## src/aesPkg.sv

```systemverilog
// ----------------------------------------------------------------------
// Shared AES-128 constants, the round-kind enum and the S-box and
// GF(2^8) arithmetic helpers
// ----------------------------------------------------------------------
`default_nettype none

package aesPkg;

   // Block and key width
   localparam int blockWidth = 128;
   // Rounds of AES-128
   localparam int roundCount = 10;
   // One pipeline stage per round
   localparam int coreLatency = roundCount;
   // Ingress register + lane + egress register
   localparam int totalLatency = coreLatency + 2;

   // Final round has no MixColumns
   typedef enum logic {
      roundMiddle,
      roundFinal
   } roundKind_t;

   // ---------------------------------------------------------------------
   // GF(2^8) arithmetic, polynomial x^8 + x^4 + x^3 + x + 1
   // ---------------------------------------------------------------------

   // Multiply by 2
   function automatic logic [7:0] xtime(input logic [7:0] a);
      return {a[6:0], 1'b0} ^ (a[7] ? 8'h1b : 8'h00);
   endfunction

   // Shift-and-add multiply
   function automatic logic [7:0] gfMul(input logic [7:0] a, input logic [7:0] b);
      logic [7:0] prod;
      logic [7:0] acc;
      prod = 8'h00;
      acc = a;
      for (int i = 0; i < 8; i++) begin
         if (b[i]) begin
            prod = prod ^ acc;
         end
         acc = xtime(acc);
      end
      return prod;
   endfunction

   // S-box: inverse as x^254, then affine transform
   function automatic logic [7:0] sbox(input logic [7:0] x);
      logic [7:0] power;
      logic [7:0] inv;
      logic [7:0] res;
      power = x;
      inv = 8'h01;
      // x^254 = x^2 * x^4 * ... * x^128
      for (int k = 1; k < 8; k++) begin
         power = gfMul(power, power);
         inv = gfMul(inv, power);
      end
      // Affine transform, constant 0x63
      for (int i = 0; i < 8; i++) begin
         res[i] = inv[i] ^ inv[(i + 4) % 8] ^ inv[(i + 5) % 8] ^ inv[(i + 6) % 8]
                ^ inv[(i + 7) % 8];
      end
      return res ^ 8'h63;
   endfunction

endpackage

`default_nettype wire

```

## src/cipherBusIf.sv

```systemverilog
// ----------------------------------------------------------------------
// Internal bus between ingress, cipher lanes and egress
// ----------------------------------------------------------------------
`timescale 1ns/10ps
`default_nettype none

interface cipherBusIf #(
   parameter int lanes = 4
);
   import aesPkg::*;

   // Tagged plaintexts, lane 0 in the low bits
   logic [lanes-1:0][blockWidth-1:0] blocks;
   // Key shared by all lanes
   logic [blockWidth-1:0] key;
   // Registered acceptance strobe
   logic valid;
   // Ciphertexts, same layout as blocks
   logic [lanes-1:0][blockWidth-1:0] results;

   modport ingress (
      output blocks, key, valid
   );

   // Each lane picks its own slice
   modport lane (
      input blocks, key,
      output results
   );

   modport egress (
      input valid, results
   );

endinterface

`default_nettype wire

```

## src/aesEgress.sv

```systemverilog
// ----------------------------------------------------------------------
// Valid delay line and output register for the wide result
// ----------------------------------------------------------------------
`timescale 1ns/10ps
`default_nettype none

module aesEgress #(
   parameter int lanes = 4
) (
   input  logic                                Clock,
   input  logic                                reset,
   cipherBusIf.egress                          bus,
   output logic [lanes*aesPkg::blockWidth-1:0] DataOut,
   output logic                                DataOutValid
);
   import aesPkg::*;

   // Bit k is the ingress strobe delayed by k+1 cycles
   logic [coreLatency-1:0] validLine;

   // ---------------------------------------------------------------------
   // Control
   // ---------------------------------------------------------------------
   always_ff @(posedge Clock) begin
      if (reset) begin
         validLine <= '0;
         DataOutValid <= 1'b0;
      end else begin
         validLine <= {validLine[coreLatency-2:0], bus.valid};
         // Top bit lines up with the lane results
         DataOutValid <= validLine[coreLatency-1];
      end
   end

   // ---------------------------------------------------------------------
   // Payload
   // ---------------------------------------------------------------------

   // Lane 0 lands in the lowest bits
   always_ff @(posedge Clock) begin
      DataOut <= bus.results;
   end

endmodule

`default_nettype wire

```

## src/flat_wrapper.sv

```systemverilog
// flat-port wrapper written by rule: the top's interface ports become plain ports
module aesEgress_flat import aesPkg::*;
#(
   parameter int lanes = 4
)
  (Clock, reset, DataOut, DataOutValid, bus_valid, bus_results);
  cipherBusIf #(.lanes(lanes)) bus_i ();
  input  logic Clock;
  input  logic reset;
  output logic [lanes*aesPkg::blockWidth-1:0] DataOut;
  output logic DataOutValid;
  input wire logic [$bits(bus_i.valid)-1:0] bus_valid;
  input wire logic [$bits(bus_i.results)-1:0] bus_results;
  assign bus_i.valid = bus_valid;
  assign bus_i.results = bus_results;
  aesEgress #(.lanes(lanes)) u_core (.Clock(Clock), .reset(reset), .bus(bus_i), .DataOut(DataOut), .DataOutValid(DataOutValid));
endmodule
```

## config.mk

```make
export PLATFORM = sky130hd
export DESIGN_NAME = aesEgress_flat
export DESIGN_NICKNAME = d
export VERILOG_FILES = /design/src/aesPkg.sv /design/src/cipherBusIf.sv /design/src/aesEgress.sv /design/src/flat_wrapper.sv
export SDC_FILE = /design/constraint.sdc
export NUM_CORES = 1
export LEC_CHECK = 0
export BUFFER_PORTS_ARGS = -buffer_cell sky130_fd_sc_hd__buf_2
export CORE_AREA = 4 4 398 400
export CTS_CLUSTER_DIAMETER = 60
export CTS_CLUSTER_SIZE = 30
export DETAILED_ROUTE_END_ITERATION = 7
export DIE_AREA = 0 0 402 404
export GPL_ROUTABILITY_DRIVEN = 0
export PLACE_DENSITY = 0.3
export SYNTH_ARGS = -nofsm -noshare
export SYNTH_HDL_FRONTEND = slang
export SYNTH_SLANG_ARGS = --single-unit
```

## constraint.sdc

```tcl
create_clock -name Clock -period 0.8 [get_ports Clock]
set_input_delay 0.16 -clock Clock [delete_from_list [all_inputs] [get_ports Clock]]
set_output_delay 0.16 -clock Clock [all_outputs]
set_load 0.005 [all_outputs]
```

* Word-level counts from Yosys, hierarchy flattened
Cells that the tools add are included.
W data, S select, Z words.
** Storage, ports and cells
- Register bits :: 523
- Bits of input ports :: 515
- Output and inout port bits :: 513
- Word-level logic and storage cells :: 3

* Longest topological paths before layout
- Depth after elaboration :: 0
- Mapped depth :: 2
- Gate-level depth less buffers :: 1

* Worst setup path before layout
No wires, ideal clock.
- Path kind :: reg-to-reg
- Start point :: register u_core.validLine[8]
- End point :: register u_core.validLine[9]
- Library setup time :: 0.116 ns
- Arrival :: 0.437 ns
- Data required time :: 0.684 ns
- Slack :: 0.248 ns
- Stages on the path, launching flop included :: 2
- Buffers on the path :: 0
- Period minus slack after synthesis :: 0.552 ns
- Cells stage by stage :: dfxtp_1 > and2b_2
** RTL lines
- start: declaration :: line aesEgress.sv:19 : logic [coreLatency-1:0] validLine;
- start signal: assignment :: line aesEgress.sv:29 : validLine <= {validLine[coreLatency-2:0], bus.valid};
No word-level cell between the ends.

* Worst setup path after layout
- Start point :: register u_core.DataOut[111] in the netlist's numbering
- End point :: output port DataOut[111] in the netlist's numbering
** RTL lines
- start: declaration :: line aesEgress.sv:13 : output logic [lanes*aesPkg::blockWidth-1:0] DataOut,
- start signal: assignment :: line aesEgress.sv:41 : DataOut <= bus.results;
- end: declaration :: line flat_wrapper.sv:10 : output logic [lanes*aesPkg::blockWidth-1:0] DataOut;
No word-level cell between the ends.

==> results.yml <==
detailed_routing:
  drt-total-wl_mm: 89.86
  wl_per_cell_um: 20.99
  vias: 10840
  drc: 0
  dr.pass1.iters: 4
  drt_iter0_markers: 347
  final_antenna_net_count: 0
  viasPerCell: 2.533
die:
  die_x_um: 402
  fp-row-count: 145
  core_mm2: 0.1553
  num_io_pins: 1028
  die_area_mm2: 0.1624
  initial_utilization: 0.06818
  die_h_um: 404
global_routing:
  antenna_found_initial: 114
  grt_pass1_vias: 12000
  grt_max_degree: 19
  grt.total_usage: 0.1058
  grt_pass1_wl_mm: 113.6
  gr-total-overflow: 0
worst_hold_path:
  hold_end: "u_core.DataOut[186]"
  hp-start: "bus_results[186]"
  hold_path.class: "in2reg"
  hold_depth: 2
power_and_ir_drop:
  leakage_nw: 12.31
  powerDensity_mw_per_mm2: 2404
  max-vdd-ir-drop_mv: 1.438
place:
  placedCellCount: 3621
  pre_cts_slack_ps: 101.1
  hpwlAfterDp_mm: 77.32
  place_area_mm2: 0.01831
  io_buffer_count: 1027
status:
  violations: "setup timing"
  status: "finished with violations"
timing:
  worst_hold_slack_ps: 141.4
  post-route-min-period_ps: 1270
  max_slew_margin: 0.8035
  clock.fmax_mhz: 787.2
  final-max-slew-violation-count: 0
  rsz0062_at_grt: "yes"
  layout_setup_ws_ps: -470.3
  hold_violations: 0
  setup_viol: 513
  worst_slew_pin_slew_ps: 293.7
  post-route-period-util: 1.588
  fin_worst_skew_ps: 2.620
setup_path:
  max_stage_delay_ps: 350
  r2r-end: "u_core.validLine[9]"
  crit_family: "flip-flops"
  critPathLaunchType: "flop"
  path_buf_inv: 1
  critPathSlowestCell: "dfxtp_2"
  r2r_cells: 1
  cp.arrival_ps: 1110
  r2r-start: "u_core.validLine[8]"
  path_cells: "buf_6"
  crit_required_ps: 640
  end_kind: "primary output"
  cp_max_fo: 1
  rrSetupSlack_ps: 210
  critPathKind: "reg2out"
flow_run:
  max-cap-violations: 0
cells_and_area:
  fin_nets: 2661
  syn_to_final_growth_pct: 162.5
  layout_common_cells: "buf_2, dlygate4sd3_1, dfxtp_2"
  nFillCells: 17220
  drive_above_1_share: 0.6523
  fin_area_mm2: 0.02779
  final_common_cell: "buf_2"
  utilization: 0.1790
  layoutNonFillerInstCount: 4281
clocking:
  cts_made_buffers: 67
  htreeDepth: 3
  clk_pin_slew_ps: 70
  cts_root_buf: "clkbuf_16"
  cts_tree: "built"
  cts.sinks: 523
  worstSkewPairLatency_ps: 620
  cts_setup_buffers: 0
  clk_path_buf_depth: 3
synth:
  ys_ff_latch: 523
  yosysTopAreaCell: "dfxtp_1"
  synth_area_leaders: "dfxtp_1, nor2b_2, nor2b_4"
  syn_nets: 1050
  syn_area_mm2: 0.01059
  yosysSeqAreaShare: 0.9889
  netlist_instances: 535
  synth_warnings: 0
  yosysTopAreaCellShare: 0.9889
  avgSynthCellArea_um2: 19.79
  synth_cell_types: 5
-- through the flow --
step	TNS [ps]	total power [mW]
after CTS	-260750	67.99
final	-208550	66.81
after global routing	-248270	69.73
after detailed placement	0	32.19
after floorplan	0	28.58
after global placement	0	32.25
-- logic make-up after synthesis --
group                  after synthesis  synth area share
buffers and inverters                1          0.001064
DFF                                523            0.9889
and+or+nand+nor                     11           0.01005
-- flip-flops by register name, indices dropped and copies added, names as in the netlist --
register,cells
u_core.DataOut,512
u_core.validLine,10
u_core.DataOutValid,1
-- final cells by class --
class	instances	area (µm²)	area share
repair buffers	1543	11890	0.4278
flip-flops and latches	523	10820	0.3893
well taps	2058	2575	0.09265
clock buffers	82	1856	0.06677
clock inverters	38	480.5	0.01729
multi-input cells	11	106.4	0.003827
diodes	26	65.06	0.002341
-- repair_timing --
action / in CTS / in global routing
endpoints found under the hold margin: 523 / 0
hold buffers: 514 / 0
endpoints found under the setup margin: 513 / 513
resized for setup: 302 / 276
-- worst max-delay path by stage --
stage,startpoint,to,slack (ps),cells after the start
after global routing,u_core.DataOut[332],DataOut[332],-540,1
after global placement,u_core.DataOut[332],DataOut[332],130,1
after floorplan,u_core.validLine[8],u_core.validLine[9],250,1
after CTS,u_core.DataOut[332],DataOut[332],-570,1
final,u_core.DataOut[111],DataOut[111],-470,1
after detailed placement,u_core.DataOut[332],DataOut[332],100,1
-- layer usage --
| layer | up-vias | wire (µm) | global-route usage |
|---|---|---|---|
| met5 | - | 125 | 0 |
| met4 | 18 | 2571 | 0.03427 |
| met3 | 222 | 10040 | 0.05060 |
| met2 | 721 | 41940 | 0.1720 |
| met1 | 4951 | 35180 | 0.1224 |
| li1 | 4931 | - | - |
-- where the power goes --
| part | total [mW] | internal [mW] | switching [mW] |
|---|---|---|---|
| Clock | 31.9 | 18.9 | 13.0 |
| Combinational | 6.79 | 4.17 | 2.62 |
| Sequential | 28.1 | 27.6 | 0.514 |
-- synthesized netlist by cell type --
cell       n
and2b_2    1
buf_6      1
dfxtp_1  523
nor2b_2    8
nor2b_4    2
Note: power is estimated with default switching activity, not from simulation.
