==> src/aesPkg.sv <==
// ----------------------------------------------------------------------
// Shared AES-128 constants, the round-kind enum and the S-box and
// GF(2^8) arithmetic helpers
// ----------------------------------------------------------------------
`default_nettype none

package aesPkg;

   // Block and key width
   localparam int blockWidth = 128;
   // Rounds of AES-128
   localparam int roundCount = 10;
   // One pipeline stage per round
   localparam int coreLatency = roundCount;
   // Ingress register + lane + egress register
   localparam int totalLatency = coreLatency + 2;

   // Final round has no MixColumns
   typedef enum logic {
      roundMiddle,
      roundFinal
   } roundKind_t;

   // ---------------------------------------------------------------------
   // GF(2^8) arithmetic, polynomial x^8 + x^4 + x^3 + x + 1
   // ---------------------------------------------------------------------

   // Multiply by 2
   function automatic logic [7:0] xtime(input logic [7:0] a);
      return {a[6:0], 1'b0} ^ (a[7] ? 8'h1b : 8'h00);
   endfunction

   // Shift-and-add multiply
   function automatic logic [7:0] gfMul(input logic [7:0] a, input logic [7:0] b);
      logic [7:0] prod;
      logic [7:0] acc;
      prod = 8'h00;
      acc = a;
      for (int i = 0; i < 8; i++) begin
         if (b[i]) begin
            prod = prod ^ acc;
         end
         acc = xtime(acc);
      end
      return prod;
   endfunction

   // S-box: inverse as x^254, then affine transform
   function automatic logic [7:0] sbox(input logic [7:0] x);
      logic [7:0] power;
      logic [7:0] inv;
      logic [7:0] res;
      power = x;
      inv = 8'h01;
      // x^254 = x^2 * x^4 * ... * x^128
      for (int k = 1; k < 8; k++) begin
         power = gfMul(power, power);
         inv = gfMul(inv, power);
      end
      // Affine transform, constant 0x63
      for (int i = 0; i < 8; i++) begin
         res[i] = inv[i] ^ inv[(i + 4) % 8] ^ inv[(i + 5) % 8] ^ inv[(i + 6) % 8]
                ^ inv[(i + 7) % 8];
      end
      return res ^ 8'h63;
   endfunction

endpackage

`default_nettype wire

==> src/cipherBusIf.sv <==
// ----------------------------------------------------------------------
// Internal bus between ingress, cipher lanes and egress
// ----------------------------------------------------------------------
`timescale 1ns/10ps
`default_nettype none

interface cipherBusIf #(
   parameter int lanes = 4
);
   import aesPkg::*;

   // Tagged plaintexts, lane 0 in the low bits
   logic [lanes-1:0][blockWidth-1:0] blocks;
   // Key shared by all lanes
   logic [blockWidth-1:0] key;
   // Registered acceptance strobe
   logic valid;
   // Ciphertexts, same layout as blocks
   logic [lanes-1:0][blockWidth-1:0] results;

   modport ingress (
      output blocks, key, valid
   );

   // Each lane picks its own slice
   modport lane (
      input blocks, key,
      output results
   );

   modport egress (
      input valid, results
   );

endinterface

`default_nettype wire

==> src/aesIngress.sv <==
// ----------------------------------------------------------------------
// Input join of data and key, lane tagging and input registers
// ----------------------------------------------------------------------
`timescale 1ns/10ps
`default_nettype none

module aesIngress #(
   parameter int lanes = 4,
   parameter int entropyWidth = 64
) (
   input  logic                          Clock,
   input  logic                          reset,
   input  logic [entropyWidth-1:0]       DataIn,
   input  logic                          DataInValid,
   output logic                          DataInReady,
   input  logic [aesPkg::blockWidth-1:0] Key,
   input  logic                          KeyValid,
   output logic                          KeyReady,
   cipherBusIf.ingress                   bus
);
   import aesPkg::*;

   // Upper bits of each plaintext hold the lane index
   localparam int tagWidth = blockWidth - entropyWidth;

   logic accept;

   // Both sides must offer in the same cycle
   assign accept = DataInValid & KeyValid;

   // Pipeline never stalls, so each ready is the other side's valid
   assign DataInReady = KeyValid;
   assign KeyReady = DataInValid;

   // One strobe per accepted pair
   always_ff @(posedge Clock) begin
      if (reset) begin
         bus.valid <= 1'b0;
      end else begin
         bus.valid <= accept;
      end
   end

   // Payload registers, loaded on acceptance only
   always_ff @(posedge Clock) begin
      if (accept) begin
         bus.key <= Key;
         for (int l = 0; l < lanes; l++) begin
            // Zero-extended lane index above the data word
            bus.blocks[l] <= {tagWidth'(l), DataIn};
         end
      end
   end

endmodule

`default_nettype wire

==> src/flat_wrapper.sv <==
// flat-port wrapper written by rule: the top's interface ports become plain ports
module aesIngress_flat import aesPkg::*;
#(
   parameter int lanes = 4,
   parameter int entropyWidth = 64
)
  (Clock, reset, DataIn, DataInValid, DataInReady, Key, KeyValid, KeyReady, bus_blocks, bus_key, bus_valid);
  cipherBusIf #(.lanes(lanes)) bus_i ();
  input  logic Clock;
  input  logic reset;
  input  logic [entropyWidth-1:0] DataIn;
  input  logic DataInValid;
  output logic DataInReady;
  input  logic [aesPkg::blockWidth-1:0] Key;
  input  logic KeyValid;
  output logic KeyReady;
  output wire logic [$bits(bus_i.blocks)-1:0] bus_blocks;
  output wire logic [$bits(bus_i.key)-1:0] bus_key;
  output wire logic [$bits(bus_i.valid)-1:0] bus_valid;
  assign bus_blocks = bus_i.blocks;
  assign bus_key = bus_i.key;
  assign bus_valid = bus_i.valid;
  aesIngress #(.lanes(lanes), .entropyWidth(entropyWidth)) u_core (.Clock(Clock), .reset(reset), .DataIn(DataIn), .DataInValid(DataInValid), .DataInReady(DataInReady), .Key(Key), .KeyValid(KeyValid), .KeyReady(KeyReady), .bus(bus_i));
endmodule
==> config.mk <==
export PLATFORM = sky130hd
export DESIGN_NAME = aesIngress_flat
export DESIGN_NICKNAME = d
export VERILOG_FILES = /design/src/aesPkg.sv /design/src/cipherBusIf.sv /design/src/aesIngress.sv /design/src/flat_wrapper.sv
export SDC_FILE = /design/constraint.sdc
export NUM_CORES = 1
export LEC_CHECK = 0
export ABC_CLOCK_PERIOD_IN_PS = 5400
export BUFFER_PORTS_ARGS = -buffer_cell sky130_fd_sc_hd__buf_4
export CAP_MARGIN = 0
export CORE_AREA = 2 2 323 325
export CTS_BUF_LIST = sky130_fd_sc_hd__clkbuf_4
export CTS_CLUSTER_SIZE = 28
export DETAILED_ROUTE_END_ITERATION = 16
export DIE_AREA = 0 0 325 327
export PLACE_DENSITY_LB_ADDON = 0.25
export SLEW_MARGIN = 20
export SYNTH_ARGS = -nofsm -noshare
export SYNTH_HDL_FRONTEND = slang
export SYNTH_SLANG_ARGS = --single-unit
==> constraint.sdc <==
create_clock -name Clock -period 5.4 [get_ports Clock]
set_clock_uncertainty 0.1 [all_clocks]
set_input_delay 0.54 -clock Clock [delete_from_list [all_inputs] [get_ports Clock]]
set_output_delay 0.54 -clock Clock [all_outputs]
set_load 0.05 [all_outputs]
======== Word level (Yosys, flattened, before mapping) ========
Index checks and enable logic that the tools add are counted.
word-level totals
  bits in registers ....................... 193
  latch bits .............................. 0
  RAM bits ................................ 0
  bits in read-only memories .............. 0
  input bits .............................. 196
  output and inout port bits .............. 643
  logic and storage cells ................. 4
  memories ................................ 0
operators by class
  $add $sub $neg .......................... 0
  multipliers ............................. 0
  divide/modulo/power cells ............... 0
  order comparisons ....................... 0
  equal/unequal tests ..................... 0
  shift operators ......................... 0
  mux-type cells .......................... 0
  bitwise logic cells ..................... 1
  reductions and logical operators ........ 0
operators with widths
  kind         number
  $and 1x1->1  1

======== Depth between registers and ports, before layout ========
Gate-level depths: netlist of run 1.
  depth in word-level cells ............... 1
  depth in mapped cells ................... 1
  mapped depth without buffers ............ 1

======== Least setup slack after synthesis of run 1 ========
No wires, ideal clock.
  kind .................................... input port to flip-flop
  start ................................... input port KeyValid
  end ..................................... register u_core.bus.blocks[0] (enable)
  setup time .............................. 575 ps
  arrival ................................. 4899 ps
  data required time ...................... 4725 ps
  path slack .............................. -174 ps
  stages .................................. 1
  cell sequence ........................... and2_1
between the ends
  longest elaborated chain between the ends .. 1
RTL lines
  item                             line                source
  from (decl)                      flat_wrapper.sv:15  input logic KeyValid;
  $and 1x1->1                      aesIngress.sv:29    assign accept = DataInValid & KeyValid;
  to (signal, indexed assignment)  aesIngress.sv:50    bus.blocks[l] <= {tagWidth'(l), DataIn};
  to (decl)                        cipherBusIf.sv:22   output blocks, key, valid
No other way between the ends.
A chain may end at the register's enable or synchronous reset.

======== Final worst setup path of run 1 ========
  start ................................... register u_core.bus.blocks[2]
  end ..................................... output port bus_blocks[2]
RTL lines
  item       line                source
  to (decl)  flat_wrapper.sv:17  output wire logic [$bits(bus_i.blocks)-1:0] bus_blocks;
No word-level cell between the ends.

==> results of run 1 <==
-- timing repair --
item,4_1_cts,5_1_grt
hold buffers,194,0
endpoints found under the hold margin,193,0
gates resized for setup,0,0
-- report_power, final --
part           switching [uW]  internal (uW)  total, uW  leakage, uW
logic                    1280            413       1690      0.00446
clock network             685            312        996     0.000183
registers                91.6           1760       1850      0.00181
total                    2060           2490       4540      0.00646
-- sequential cells by signal, summed over array words and instances, names as in the netlist --
name and flops:
u_core.bus.key 128, u_core.bus.valid 1, u_core.bus.blocks 64
-- final timing paths --
check | end | depth (start not counted) | from | slack (ns)
max | bus_blocks[2] | 1 | u_core.bus.blocks[2] | 2.72
min | u_core.bus.key[127] | 2 | KeyValid | 0.21
-- routing by layer --
metal	vias to the layer above	part of all wire [%]	global-route usage (%)
li1	2676	-	-
met1	2968	34	8.02
met2	489	53	14.6
met3	56	11	4.12
met4	24	1.2	1.99
met5	-	0.32	0
-- cells in the final DEF (no fill, tap or decap), drive strengths merged --
cell / netlist / routed
edfxtp: 192 / 192
dfxtp: 1 / 1
and2: 1 / 1
inv: 0 / 8
buf: 450 / 584
clkinv: 0 / 5
diode: 0 / 16
and3b: 1 / 1
bufinv: 0 / 2
conb: 2 / 256
dlygate4sd3: 0 / 194
clkbuf: 0 / 17
-- cells by family after synthesis --
kind of cell / count (synthesis) / share of synthesized area (%)
buf+inv: 450 / 36.8
other cells: 2 / 0.0818
flops: 193 / 63.0
simple gates: 2 / 0.164
-- metrics by stage --
| stage | setup slack (ns) | total power (uW) |
|---|---|---|
| floorplan | 1.95 | 3220 |
| global placement | 3.12 | 3480 |
| detailed placement | 3.11 | 3480 |
| CTS | 2.56 | 4640 |
| global route | 2.55 | 4730 |
| finish | 2.72 | 4540 |
-- final cells by class --
| cell class | instances | area [um^2] |
|---|---|---|
| Fill cell | 11496 | 87700 |
| Clock inverter | 15 | 215 |
| Multi-Input combinational cell | 258 | 978 |
| Tap cell | 1380 | 1730 |
| Timing Repair Buffer | 778 | 6340 |
| Clock buffer | 17 | 128 |
| Sequential cell | 193 | 5790 |
| Antenna cell | 16 | 40.0 |
==> flow_summary.ini, run 1 <==
[status]
status = complete, no violations

[critical_path]
path_max_fanout = 4
crit_type = reg -> out
crit_required_ns = 4.76
cp.arrival_ns = 2.04
end_kind = primary output
slowest_stage = edfxtp_1
slowest_delay_ns = 0.90
crit_chain = buf_4
critPathBufInv = 1
cp-start-kind = flop
path_delay_family = flip-flops

[detailed_routing]
drtIter0Drc = 220
wl_um = 44300
dr_total_vias = 6213
drc = 0
vias_per_cell = 2.34
wire_per_inst_um = 16.7
ant_nets = 0
first_pass_iters = 4

[layout]
area_growth_pct = 65.6
finish.utilization_pct = 14.8
fin_cells = 2657
design_area_mm2 = 0.0152
fin_nets = 1444
drive_gt1_share_pct = 48.9

[global_route]
overflow = 0
grt_usage_pct = 8.00
grt_first_pass_wirelength_um = 55700
antenna_found_initial = 28
grt_max_degree = 116
grt_pass1_vias = 5858

[synthesis]
synthTopCellsByCount = buf_4 (450), edfxtp_1 (192), conb_1 (2)
syn-cell-area_mm2 = 0.00919
ys_warn_count = 0
synthCells = 647
synth_edf_count = 192
synthMostInstantiatedCell = buf_4
synthDistinctLibCells = 6
syn_area_per_cell_um2 = 14.2
yosysTopAreaCell = edfxtp_1
yosys.area.top_type_share_pct = 62.8
synthArstFlopShare_pct = 0
ys_seq_area_share_pct = 63.0
synth.area.top_cells = edfxtp_1 (63%), buf_4 (37%), dfxtp_1 (0.22%)
synth-seq-cells = 193
synth_flop_cell = edfxtp_1

[die]
design.core.area_mm2 = 0.103
die_h_um = 327
core.rowCount = 118
initial_utilization_pct = 8.93
io_pins = 839
die_area_mm2 = 0.106
dieWidth_um = 325

[placement]
hpwl_um = 38300
io_buffers = 582
place_inst = 2415
place_area_mm2 = 0.0129
gp_congestion = 0.768

[clock_tree]
clk_path_buf_depth = 2
clock-sinks = 193
postCtsSetupBuffers = 0
cts-root-buf = clkbuf_4
tritoncts = done
htreeDepth = 4
clk_pin_slew_worst_paths_ns = 0.22
cts_buffers = 17

[timing]
fmax_mhz = 373
setup_viol = 0
post-route-period-util_pct = 49.7
hold_viol = 0
relSlewSlack_pct = 46.5
worst_pin_slew_ns = 0.802
period_minus_slack_ns = 2.68
tns_ns = 0
holdWs_ns = 0.207
slew_viol_final = 0
rsz0062_at_grt = false

[power]
power_leakage_uw = 0.00646
vdd.ir_drop.worst_mv = 0.171
powerDensity_mw_per_mm2 = 299

[hold_path]
hold_class = in -> reg

[flow_run]
max-cap-violations = 0
(Power assumes the default switching activity.)
==> run 2, diff against run 1 <==
--- a/config.mk
+++ b/config.mk
@@ -5,14 +5,14 @@
 export SDC_FILE = /design/constraint.sdc
 export NUM_CORES = 1
 export LEC_CHECK = 0
-export ABC_CLOCK_PERIOD_IN_PS = 5400
+export ABC_CLOCK_PERIOD_IN_PS = 2600
 export BUFFER_PORTS_ARGS = -buffer_cell sky130_fd_sc_hd__buf_4
 export CAP_MARGIN = 0
-export CORE_AREA = 2 2 323 325
+export CORE_AREA = 2 2 325 327
 export CTS_BUF_LIST = sky130_fd_sc_hd__clkbuf_4
 export CTS_CLUSTER_SIZE = 28
 export DETAILED_ROUTE_END_ITERATION = 16
-export DIE_AREA = 0 0 325 327
+export DIE_AREA = 0 0 327 329
 export PLACE_DENSITY_LB_ADDON = 0.25
 export SLEW_MARGIN = 20
 export SYNTH_ARGS = -nofsm -noshare
==> constraint.sdc (replaced) <==
create_clock -name Clock -period 2.6 [get_ports Clock]
set_clock_uncertainty 0.1 [all_clocks]
set_input_delay 0.26 -clock Clock [delete_from_list [all_inputs] [get_ports Clock]]
set_output_delay 0.26 -clock Clock [all_outputs]
set_load 0.05 [all_outputs]
==> flow_summary.ini, run 2 (same netlist as run 1, synthesis figures left out) <==
[clock_tree]
tritoncts = done
postCtsSetupBuffers = 0
clock-sinks = 193
cts-root-buf = clkbuf_4
cts_buffers = 17
clk_pin_slew_worst_paths_ns = 0.22
htreeDepth = 4
clk_path_buf_depth = 2

[global_route]
grt_usage_pct = 7.62
antenna_found_initial = 12
grt_first_pass_wirelength_um = 54100
grt_max_degree = 57
grt_pass1_vias = 6178
overflow = 0

[detailed_routing]
drtIter0Drc = 228
drc = 0
wire_per_inst_um = 15.7
vias_per_cell = 2.36
ant_nets = 0
wl_um = 43200
dr_total_vias = 6485
first_pass_iters = 5

[critical_path]
critPathBufInv = 1
cp.arrival_ns = 1.90
crit_type = reg -> out
crit_chain = buf_4
crit_required_ns = 2.24
path_delay_family = flip-flops
slowest_stage = edfxtp_1
cp-start-kind = flop
path_max_fanout = 4
end_kind = primary output
slowest_delay_ns = 0.80

[flow_run]
max-cap-violations = 0

[placement]
io_buffers = 582
gp_congestion = 0.715
hpwl_um = 37100

[timing]
relSlewSlack_pct = 57.4
tns_ns = 0
setup_viol = 0
post-route-period-util_pct = 86.9
fmax_mhz = 443
period_minus_slack_ns = 2.26
rsz0062_at_grt = false
worst_pin_slew_ns = 0.639
hold_viol = 0
slew_viol_final = 0

[die]
die_area_mm2 = 0.108
die_h_um = 329
io_pins = 839
design.core.area_mm2 = 0.104
initial_utilization_pct = 8.80
dieWidth_um = 327
core.rowCount = 119

[status]
status = complete, no violations

[layout]
largest_reg_flops = 128
multi_input_area_um2 = 978
seq_area_mm2 = 0.00579
fill_cells = 11614
area_growth_pct = 75.6
drive_gt1_share_pct = 45.7
reg_top3 = u_core.bus.key x128, u_core.bus.blocks x64, u_core.bus.valid x1
mostFrequentLayoutCells = buf_4 (585), dlygate4sd3_1 (285), conb_1 (256)
fin_nets = 1538
final_common_cell = buf_4
regMostFlops = u_core.bus.key

[power]
p_total_uw = 9440
powerDensity_mw_per_mm2 = 585
vdd.ir_drop.worst_mv = 0.373
power_leakage_uw = 0.00684

[hold_path]
hold_class = in -> reg
run 2: changes by cell type in the layout (fill, tap and decap cells not counted), sizes merged:
cell	previous run	this run
buf	584	587
clkinv	5	3
clkinvlp	0	1
diode	16	8
dlygate4sd3	194	285
run 2: where the power goes:
group / internal, uW / switching, uW / total (uW)
Sequential: 3660 / 203 / 3860
Clock: 623 / 1340 / 1970
Combinational: 952 / 2660 / 3610
Total: 5230 / 4210 / 9440
run 2: metrics by stage:
stage	area [um^2]	utilization [%]	hold slack [ns]	cells	setup WS, ns
5_1_grt	16100	15.4	0.00980	2752	0.167
3_5_place_dp	12900	12.4	0.339	2429	0.935
4_1_cts	16100	15.4	0.000252	2745	0.165
6_report	16100	15.5	0.121	2753	0.341
3_3_place_gp	12900	12.4	0.339	2429	0.981
2_1_floorplan	10100	-	0.259	901	0.447
run 2: cell type report:
| type | instances | share of cell area (%) |
|---|---|---|
| sequential | 193 | 35.9 |
| tap | 1391 | 10.8 |
| multi-input combinational | 258 | 6.07 |
| antenna | 8 | 0.124 |
| clock inverter | 14 | 1.19 |
| clock buffer | 17 | 0.791 |
| timing repair buffer | 872 | 45.2 |
run 2: repair_timing:
item	in CTS	in global routing
endpoints found under the setup margin	0	0
hold endpoints to repair	212	0
hold buffers	285	0
gates resized for setup	0	0
run 2: final timing paths:
check / start / to / slack, ns / cells past startpoint
min: DataIn[52] / u_core.bus.blocks[52] / 0.12 / 2
max: u_core.bus.blocks[21] / bus_blocks[149] / 0.34 / 1
run 2: layer usage:
metal	routed length, um	GRT usage (%)
met3	3700	2.72
met1	16400	8.33
met2	22600	13.9
met4	484	2.02
met5	39	0
==> run 3, diff against run 2 <==
--- a/config.mk
+++ b/config.mk
@@ -13,7 +13,7 @@
 export CTS_CLUSTER_SIZE = 28
 export DETAILED_ROUTE_END_ITERATION = 16
 export DIE_AREA = 0 0 327 329
-export PLACE_DENSITY_LB_ADDON = 0.25
+export PLACE_DENSITY = 0.3
 export SLEW_MARGIN = 20
 export SYNTH_ARGS = -nofsm -noshare
 export SYNTH_HDL_FRONTEND = slang
==> flow_summary.ini, run 3 (same netlist as run 1, synthesis figures left out) <==
[status]
status = complete, no violations

[layout]
reg_top3 = u_core.bus.key x128, u_core.bus.blocks x64, u_core.bus.valid x1
largest_reg_flops = 128
seq_area_mm2 = 0.00579
fin_nets = 1641
drive_gt1_share_pct = 42.7
area_growth_pct = 87.9
regMostFlops = u_core.bus.key
fill_cells = 11575
final_common_cell = buf_4
design_area_mm2 = 0.0173
mostFrequentLayoutCells = buf_4 (584), dlygate4sd3_1 (385), conb_1 (256)
multi_input_area_um2 = 978

[flow_run]
max-cap-violations = 0

[power]
powerDensity_mw_per_mm2 = 561
power_frac_clock_pct = 22.0
comb_power_share_pct = 38.6
switching_share_pct = 45.3
p_total_uw = 9680
power_leakage_uw = 0.00730
power_frac_seq_pct = 39.4
p_int_uw = 5300
vdd.ir_drop.worst_mv = 0.267
power_switching_uw = 4380

[global_route]
overflow = 0
antenna_found_initial = 29
grt_pass1_vias = 6467
grt_usage_pct = 7.28
grt_max_degree = 59
grt_first_pass_wirelength_um = 52200

[die]
io_pins = 839
core.rowCount = 119
initial_utilization_pct = 8.80
die_h_um = 329
design.core.area_mm2 = 0.104
die_area_mm2 = 0.108
dieWidth_um = 327

[clock_tree]
cts_buffers = 17
tritoncts = done
clk_pin_slew_worst_paths_ns = 0.26
clk_path_buf_depth = 2
htreeDepth = 4
clock-sinks = 193
cts-root-buf = clkbuf_4

[critical_path]
slowest_delay_ns = 0.71
end_kind = primary output
cp-start-kind = flop
path_max_fanout = 4
critPathBufInv = 1
crit_chain = buf_4
path_delay_family = flip-flops
crit_required_ns = 2.24
crit_type = reg -> out
slowest_stage = edfxtp_1
cp.arrival_ns = 1.81

[placement]
hpwl_um = 34200
gp_congestion = 0.719
io_buffers = 582
place_area_mm2 = 0.0130

[detailed_routing]
wire_per_inst_um = 14.4
drc = 0
dr_total_vias = 6836
ant_nets = 0
vias_per_cell = 2.38
first_pass_iters = 6
drtIter0Drc = 182
wl_um = 41300

[timing]
hold_viol = 0
rsz0062_at_grt = false
worst_pin_slew_ns = 0.510
relSlewSlack_pct = 66.0
setup_viol = 0
tns_ns = 0
period_minus_slack_ns = 2.17
holdWs_ns = 0.151
fmax_mhz = 460
slew_viol_final = 0
post-route-period-util_pct = 83.5

[hold_path]
hold_class = in -> reg
## run 3: path summary, 6_finish.rpt
path / startpoint / depth (start not counted) / end / slack [ns]
max: u_core.bus.blocks[53] / 1 / bus_blocks[53] / 0.43
min: DataIn[40] / 2 / u_core.bus.blocks[40] / 0.15
## run 3: cell type report
type	count	share of cell area, %
repair buffers	975	48.4
multi-input cells	258	5.67
clock inverters	15	1.28
clock buffers	17	0.739
diodes	21	0.304
flip-flops and latches	193	33.5
well taps	1391	10.1
## run 3: layer usage
layer  up-vias  track usage [%]  part of all wire, %  wire (um)
li1       3077                -                    -          -
met2       495             13.1                   52      21500
met1      3201             7.05                   34      14100
met5         -                0                 0.30        124
met3        45             4.02                   12       4800
met4        18             2.37                  2.0        816
## run 3: stage by stage
stage,std cells,util (%),setup WS [ns]
6_report,2870,16.5,0.428
5_1_grt,2866,16.5,0.249
4_1_cts,2849,16.5,0.230
3_5_place_dp,2429,12.4,0.984
3_3_place_gp,2429,12.4,0.996
2_1_floorplan,901,-,0.447
## run 3: power groups by stage
stage | registers (uW) | clock network, uW | logic [uW]
after global placement | 3900 | 0 | 3290
after global routing | 3840 | 2410 | 3870
after CTS | 3820 | 2340 | 3770
after detailed placement | 3900 | 0 | 3280
final | 3810 | 2130 | 3730
after floorplan | 4540 | 0 | 2130
## run 3: what timing repair did
action | CTS | global route
endpoints found under the hold margin | 260 | 0
buffers inserted | 3 | 0
gates resized for setup | 0 | 0
hold buffers | 385 | 0
setup endpoints to repair | 6 | 0
